### config.mk
export PLATFORM = sky130hd
export DESIGN_NAME = vec_minmax_top
export DESIGN_NICKNAME = d
export VERILOG_FILES = /design/src/rtl/vec_pkg.sv /design/src/rtl/vec_stage_if.sv /design/src/rtl/vec_minmax_top.sv /design/src/rtl/result_queue.sv /design/src/rtl/vec_select.sv /design/src/rtl/vec_compare.sv
export SDC_FILE = /design/constraint.sdc
export NUM_CORES = 1
export LEC_CHECK = 0
export ABC_CLOCK_PERIOD_IN_PS = 5150
export BUFFER_PORTS_ARGS = -buffer_cell sky130_fd_sc_hd__buf_2
export CAP_MARGIN = 15
export CORE_AREA = 5 5 315 317
export CTS_BUF_LIST = sky130_fd_sc_hd__clkbuf_4
export CTS_CLUSTER_SIZE = 20
export DETAILED_ROUTE_END_ITERATION = 12
export DIE_AREA = 0 0 320 322
export PLACE_DENSITY_LB_ADDON = 0.25
export SYNTH_ARGS = -nofsm -noshare
export SYNTH_HDL_FRONTEND = slang
export SYNTH_SLANG_ARGS = --single-unit
### constraint.sdc
create_clock -name clk_in -period 5.15 [get_ports clk_in]
set_input_delay 1.545 -clock clk_in [delete_from_list [all_inputs] [get_ports clk_in]]
set_output_delay 1.545 -clock clk_in [all_outputs]
set_load 0.01 [all_outputs]
### src/rtl/vec_pkg.sv
`default_nettype none

package vec_pkg;

    // one single-precision value
    typedef logic [31:0] float_t;

    typedef logic [1:0] op_t;

    // c0..c2 from the compare stage
    typedef logic [2:0] cmp_flags_t;

    localparam op_t OP_MAX  = 2'd0;
    localparam op_t OP_MIN  = 2'd1;
    localparam op_t OP_PMIN = 2'd2;

    localparam int DEFAULT_FIFO_DEPTH = 4;

    // strict a < b, NaN not handled, +0 and -0 equal
    function automatic logic float_lt(input float_t a, input float_t b);
        logic both_zero;
        logic lt;
        both_zero = (a[30:0] == 31'd0) && (b[30:0] == 31'd0);
        if (a[31] != b[31]) begin
            lt = a[31] && !both_zero;
        end else if (!a[31]) begin
            lt = a[30:0] < b[30:0];
        end else begin
            // negative side, larger magnitude is smaller
            lt = a[30:0] > b[30:0];
        end
        return lt;
    endfunction

endpackage

`default_nettype wire
### src/rtl/vec_stage_if.sv
`timescale 1ns/1ps
`default_nettype none

interface vec_stage_if;

    logic                valid;
    vec_pkg::op_t        op;
    vec_pkg::cmp_flags_t flags;
    vec_pkg::float_t     a_x;
    vec_pkg::float_t     a_y;
    vec_pkg::float_t     a_z;
    vec_pkg::float_t     b_x;
    vec_pkg::float_t     b_y;
    vec_pkg::float_t     b_z;

    modport src (
        output valid, op, flags,
        output a_x, a_y, a_z, b_x, b_y, b_z
    );

    modport dst (
        input valid, op, flags,
        input a_x, a_y, a_z, b_x, b_y, b_z
    );

endinterface

`default_nettype wire

### src/rtl/vec_minmax_top.sv
`timescale 1ns/1ps
`default_nettype none

module vec_minmax_top #(
    parameter int FIFO_DEPTH = vec_pkg::DEFAULT_FIFO_DEPTH
) (
    input  wire logic            clk_in,
    input  wire logic            rst_in,
    input  wire logic            in_valid,
    input  wire vec_pkg::op_t    in_op,
    input  wire vec_pkg::float_t in_a_x,
    input  wire vec_pkg::float_t in_a_y,
    input  wire vec_pkg::float_t in_a_z,
    input  wire vec_pkg::float_t in_b_x,
    input  wire vec_pkg::float_t in_b_y,
    input  wire vec_pkg::float_t in_b_z,
    output logic                 in_credit,
    input  wire logic            out_credit,
    output logic                 out_valid,
    output vec_pkg::float_t      out_x,
    output vec_pkg::float_t      out_y,
    output vec_pkg::float_t      out_z
);

    logic            res_valid;
    vec_pkg::float_t res_x;
    vec_pkg::float_t res_y;
    vec_pkg::float_t res_z;

    vec_stage_if stage_if ();

    vec_compare compare_i (
        .clk_in   (clk_in),
        .rst_in   (rst_in),
        .in_valid (in_valid),
        .in_op    (in_op),
        .in_a_x   (in_a_x),
        .in_a_y   (in_a_y),
        .in_a_z   (in_a_z),
        .in_b_x   (in_b_x),
        .in_b_y   (in_b_y),
        .in_b_z   (in_b_z),
        .stage    (stage_if.src)
    );

    vec_select select_i (
        .clk_in    (clk_in),
        .rst_in    (rst_in),
        .stage     (stage_if.dst),
        .res_valid (res_valid),
        .res_x     (res_x),
        .res_y     (res_y),
        .res_z     (res_z)
    );

    result_queue #(
        .FIFO_DEPTH (FIFO_DEPTH)
    ) queue_i (
        .clk_in     (clk_in),
        .rst_in     (rst_in),
        .res_valid  (res_valid),
        .res_x      (res_x),
        .res_y      (res_y),
        .res_z      (res_z),
        .in_credit  (in_credit),
        .out_credit (out_credit),
        .out_valid  (out_valid),
        .out_x      (out_x),
        .out_y      (out_y),
        .out_z      (out_z)
    );

endmodule

`default_nettype wire

### src/rtl/result_queue.sv
`timescale 1ns/1ps
`default_nettype none

module result_queue #(
    parameter int FIFO_DEPTH = 4
) (
    input  wire logic            clk_in,
    input  wire logic            rst_in,
    input  wire logic            res_valid,
    input  wire vec_pkg::float_t res_x,
    input  wire vec_pkg::float_t res_y,
    input  wire vec_pkg::float_t res_z,
    output logic                 in_credit,
    input  wire logic            out_credit,
    output logic                 out_valid,
    output vec_pkg::float_t      out_x,
    output vec_pkg::float_t      out_y,
    output vec_pkg::float_t      out_z
);

    localparam int PTR_W  = (FIFO_DEPTH > 1) ? $clog2(FIFO_DEPTH) : 1;
    localparam int CNT_W  = $clog2(FIFO_DEPTH + 1);
    // room for credits granted well ahead of results
    localparam int CRED_W = $clog2(FIFO_DEPTH + 1) + 3;

    vec_pkg::float_t mem_x [FIFO_DEPTH];
    vec_pkg::float_t mem_y [FIFO_DEPTH];
    vec_pkg::float_t mem_z [FIFO_DEPTH];

    logic [PTR_W-1:0]  wr_ptr;
    logic [PTR_W-1:0]  rd_ptr;
    logic [CNT_W-1:0]  count;
    logic [CRED_W-1:0] credits;
    logic              pop;

    // head leaves as soon as a downstream credit is held
    assign pop       = (count != '0) && (credits != '0);
    assign out_valid = pop;
    assign in_credit = pop;
    assign out_x     = mem_x[rd_ptr];
    assign out_y     = mem_y[rd_ptr];
    assign out_z     = mem_z[rd_ptr];

    always_ff @(posedge clk_in) begin
        if (res_valid) begin
            mem_x[wr_ptr] <= res_x;
            mem_y[wr_ptr] <= res_y;
            mem_z[wr_ptr] <= res_z;
        end
    end

    always_ff @(posedge clk_in) begin
        if (rst_in) begin
            wr_ptr  <= '0;
            rd_ptr  <= '0;
            count   <= '0;
            credits <= '0;
        end else begin
            if (res_valid) begin
                wr_ptr <= (wr_ptr == PTR_W'(FIFO_DEPTH - 1)) ? '0 : wr_ptr + 1'b1;
            end
            if (pop) begin
                rd_ptr <= (rd_ptr == PTR_W'(FIFO_DEPTH - 1)) ? '0 : rd_ptr + 1'b1;
            end

            case ({res_valid, pop})
                2'b10:   count <= count + 1'b1;
                2'b01:   count <= count - 1'b1;
                default: count <= count;
            endcase

            // saturate rather than wrap
            case ({out_credit, pop})
                2'b10: begin
                    if (!(&credits)) begin
                        credits <= credits + 1'b1;
                    end
                end
                2'b01:   credits <= credits - 1'b1;
                default: credits <= credits;
            endcase
        end
    end

endmodule

`default_nettype wire

### src/rtl/vec_select.sv
`timescale 1ns/1ps
`default_nettype none

module vec_select (
    input  wire logic       clk_in,
    input  wire logic       rst_in,
    vec_stage_if.dst        stage,
    output logic            res_valid,
    output vec_pkg::float_t res_x,
    output vec_pkg::float_t res_y,
    output vec_pkg::float_t res_z
);

    vec_pkg::float_t next_x;
    vec_pkg::float_t next_y;
    vec_pkg::float_t next_z;

    always_comb begin
        next_x = '0;
        next_y = '0;
        next_z = '0;
        case (stage.op)
            vec_pkg::OP_MAX, vec_pkg::OP_MIN: begin
                // same pick for both, flags already oriented
                if (stage.flags[1] && stage.flags[2]) begin
                    next_x = stage.a_z;
                end else if (stage.flags[0]) begin
                    next_x = stage.a_x;
                end else begin
                    next_x = stage.a_y;
                end
            end
            vec_pkg::OP_PMIN: begin
                next_x = stage.flags[0] ? stage.a_x : stage.b_x;
                next_y = stage.flags[1] ? stage.a_y : stage.b_y;
                next_z = stage.flags[2] ? stage.a_z : stage.b_z;
            end
            default: begin
                // unused code gives zeros
            end
        endcase
    end

    always_ff @(posedge clk_in) begin
        if (rst_in) begin
            res_valid <= 1'b0;
        end else begin
            res_valid <= stage.valid;
        end
    end

    always_ff @(posedge clk_in) begin
        res_x <= next_x;
        res_y <= next_y;
        res_z <= next_z;
    end

endmodule

`default_nettype wire

### src/rtl/vec_compare.sv
`timescale 1ns/1ps
`default_nettype none

module vec_compare (
    input  wire logic            clk_in,
    input  wire logic            rst_in,
    input  wire logic            in_valid,
    input  wire vec_pkg::op_t    in_op,
    input  wire vec_pkg::float_t in_a_x,
    input  wire vec_pkg::float_t in_a_y,
    input  wire vec_pkg::float_t in_a_z,
    input  wire vec_pkg::float_t in_b_x,
    input  wire vec_pkg::float_t in_b_y,
    input  wire vec_pkg::float_t in_b_z,
    vec_stage_if.src             stage
);

    vec_pkg::float_t lhs_0;
    vec_pkg::float_t rhs_0;
    vec_pkg::float_t lhs_1;
    vec_pkg::float_t rhs_1;
    vec_pkg::float_t lhs_2;
    vec_pkg::float_t rhs_2;
    vec_pkg::cmp_flags_t flags;

    // operand pairs per opcode
    always_comb begin
        case (in_op)
            vec_pkg::OP_MAX: begin
                lhs_0 = in_a_y;
                rhs_0 = in_a_x;
                lhs_1 = in_a_y;
                rhs_1 = in_a_z;
                lhs_2 = in_a_x;
                rhs_2 = in_a_z;
            end
            vec_pkg::OP_MIN: begin
                lhs_0 = in_a_x;
                rhs_0 = in_a_y;
                lhs_1 = in_a_z;
                rhs_1 = in_a_y;
                lhs_2 = in_a_z;
                rhs_2 = in_a_x;
            end
            default: begin
                // component-wise a against b
                lhs_0 = in_a_x;
                rhs_0 = in_b_x;
                lhs_1 = in_a_y;
                rhs_1 = in_b_y;
                lhs_2 = in_a_z;
                rhs_2 = in_b_z;
            end
        endcase
    end

    assign flags = {vec_pkg::float_lt(lhs_2, rhs_2),
                    vec_pkg::float_lt(lhs_1, rhs_1),
                    vec_pkg::float_lt(lhs_0, rhs_0)};

    always_ff @(posedge clk_in) begin
        if (rst_in) begin
            stage.valid <= 1'b0;
        end else begin
            stage.valid <= in_valid;
        end
    end

    // payload, no reset needed
    always_ff @(posedge clk_in) begin
        stage.op    <= in_op;
        stage.flags <= flags;
        stage.a_x   <= in_a_x;
        stage.a_y   <= in_a_y;
        stage.a_z   <= in_a_z;
        stage.b_x   <= in_b_x;
        stage.b_y   <= in_b_y;
        stage.b_z   <= in_b_z;
    end

endmodule

`default_nettype wire

==> out/qor.txt <==
DRC: 0
Final Instance Area: 34,260 sq um
Worst EP required: 3.61 ns
top routing layer in use: met5
total number of vias: 19,120
area post-placement: 31,660 sq um
Synthesis Warnings: 0
Tcrit/Tclk final: 90.15%
R2R depth: 11
Yosys reg bits: 694
Synth top area share: 40.31%
Starting Density: 29.80%
VDD IR-drop max: 0.0001826 V
worst rel slew slack: 37.93%
post-synthesis sequential area ratio: 62.01%
Reg clk slew, reported paths: 0.07 ns
Avg Inst Size Synth: 14.38 sq um
Util after Layout: 35.69%
Max Clock Freq: 215.4 MHz
1st-iter DRT viols: 1,366
Max Cap Viol: 0
Worst Clk Skew: 0.07116 ns
cell row count: 114
Die Ht: 322 microns
Hold Vio Cnt, Final: 0
RSZ-0062 raised after global routing: no
crit path capture: out_y[10]
Reg-to-Reg End: queue_i.credits[5]
R2R Setup Slk: 1.87 ns
CTS sink count: 694
clk_lat worst skew: 1.08 ns
Synth Net Count: 2,292
first-pass GRT wire length: 141.9 mm
Root Buffer: clkbuf_4
CP endpoint kind: output port
leak pwr: 13.44 nW
final wirelength: 99.84 mm
Async SR Flop Fraction: 0%
full die area: 103,000 sq um
met3 wire len: 6.486 mm
Worst Path Max Fanout: 33
Layout area overhead: 19.78%
cts hold-fix bufs: 0
GRT Util Overall: 18.98%
R2R Path Start: queue_i.credits[0]
Pins Over Slew Limit: 0
post-CTS setup buffer count: 0
CTS tree: built
drt pass-1 iters: 5
gpl congestion: 0.9376
Core Region: 95,990 sq um
Post-Synthesis Cells: 1,989
Total Power: 14.25 mW
H-Tree Depth: 4
Post-CTS Resized: 0
Hold WS: 0.4382 ns
Clock Path Buffers: 3
fin nets: 2,708
worst min path class: reg -> reg
post-synthesis cell type count: 60
initial antenna violation count: 38
IO Pins: 296
PwrDens: 415.9 nW/um^2
share of layout cells above drive strength 1: 33.26%
TritonCTS Buffers: 183
port buffer count: 295
top cells by count, synth: 384 x edfxtp_1, 310 x dfxtp_1, 235 x mux2i_1
number of synthesized flops with an enable pin: 384
crit path kind: reg -> out
Tmin final: 4.643 ns
status: complete, no violations
DRT antenna net count: 0
setup violators final: 0
Slew @ Worst Pin: 0.9076 ns
met2 WL: 45.79 mm
gr ovfl total: 0
DPL Wire Length: 73.42 mm
Main synth FF type: edfxtp_1
pin count of the biggest net entering global routing: 91
count leader, synth: edfxtp_1
WP data arrival: 3.10 ns
Synth area leader: edfxtp_1
synthesized area: 28,600 sq um
per-cell routed wire length: 25.87 microns
vias in the first global route: 19,680
TNS Setup: 0 ns
Met1 Wirelength: 45.44 mm
Chip Width: 320 microns
vias per cell: 4.954
critical path launch point type: register
largest cells by area after synthesis: edfxtp_1 40%, dfxtp_1 22%, mux2i_1 8.2%
-- sequential cells by signal, summed over array words and instances (netlist names), 6 cells and up, named ones only --
register,count
queue_i.mem_x,128
queue_i.mem_y,128
queue_i.mem_z,128
compare_i.stage.a_x,32
compare_i.stage.a_y,32
compare_i.stage.a_z,32
compare_i.stage.b_x,32
compare_i.stage.b_y,32
compare_i.stage.b_z,32
select_i.res_x,32
select_i.res_y,32
select_i.res_z,32
queue_i.credits,6
-- worst max-delay path: stages, from the launching register on --
cell and delay, ns:
dfxtp_4 0.87, buf_4 0.39, mux4_2 0.57, buf_2 0.16
-- report_power, final --
part / total, mW / leakage [nW] / internal (mW) / switching, mW
Combinational: 2.72 / 5.75 / 1.24 / 1.48
Sequential: 6.42 / 6.20 / 6.14 / 0.283
Clock: 5.11 / 1.49 / 2.81 / 2.31
-- how the worst min path moves through the flow --
stage | from | end | slack, ns | depth (start not counted)
6_report | compare_i.stage.b_y[10] | select_i.res_y[10] | 0.44 | 2
5_1_grt | select_i.res_x[0] | queue_i.mem_x[2][0] | 0.46 | 0
4_1_cts | select_i.res_x[0] | queue_i.mem_x[2][0] | 0.43 | 0
3_5_place_dp | compare_i.stage.valid | select_i.res_valid | 0.42 | 1
3_3_place_gp | compare_i.stage.valid | select_i.res_valid | 0.45 | 1
2_1_floorplan | compare_i.stage.valid | select_i.res_valid | 0.41 | 1
-- logic make-up after synthesis --
group           share of synthesized area, %
mux                                    20.13
xor+xnor                              0.2143
fa+ha+maj                              4.645
flops                                  62.01
buf+inv                                1.837
compound gates                         4.991
simple gates                           6.176
-- cells in the final DEF (no fill, tap or decap), types with 34 or more instances in the layout --
| cell type | count |
|---|---|
| edfxtp_1 | 384 |
| dfxtp_1 | 305 |
| buf_2 | 293 |
| clkbuf_4 | 274 |
| mux2i_1 | 235 |
| nor2_1 | 174 |
| a21oi_1 | 115 |
| mux2_2 | 105 |
| ha_1 | 103 |
| mux4_2 | 96 |
| nand2_1 | 63 |
| o21ai_0 | 50 |
| clkinv_1 | 47 |
| nand4_1 | 38 |
| o22ai_1 | 34 |
-- per-layer routing --
metal / GRT usage (%) / vias to the layer above
met5: 0 / -
met4: 5.747 / 12
met3: 4.562 / 132
met2: 29.75 / 647
met1: 26.27 / 9659
li1: - / 8673
-- through the flow --
stage	cells	setup slack (ns)
CTS	3838	0.2774
floorplan	1989	0.5869
global placement	3496	0.2895
global route	3845	0.2595
finish	3860	0.5075
detailed placement	3496	0.2146
-- layout make-up --
type | instances | area (sq um)
multi-input cells | 1177 | 10370
well taps | 1276 | 1597
flip-flops and latches | 694 | 17750
clock buffers | 274 | 2057
repair buffers | 335 | 1889
clock inverters | 68 | 488.0
diodes | 22 | 55.05
fillers | 9365 | 61730
inverters | 14 | 52.55
Power figures use the tool's default switching activity.
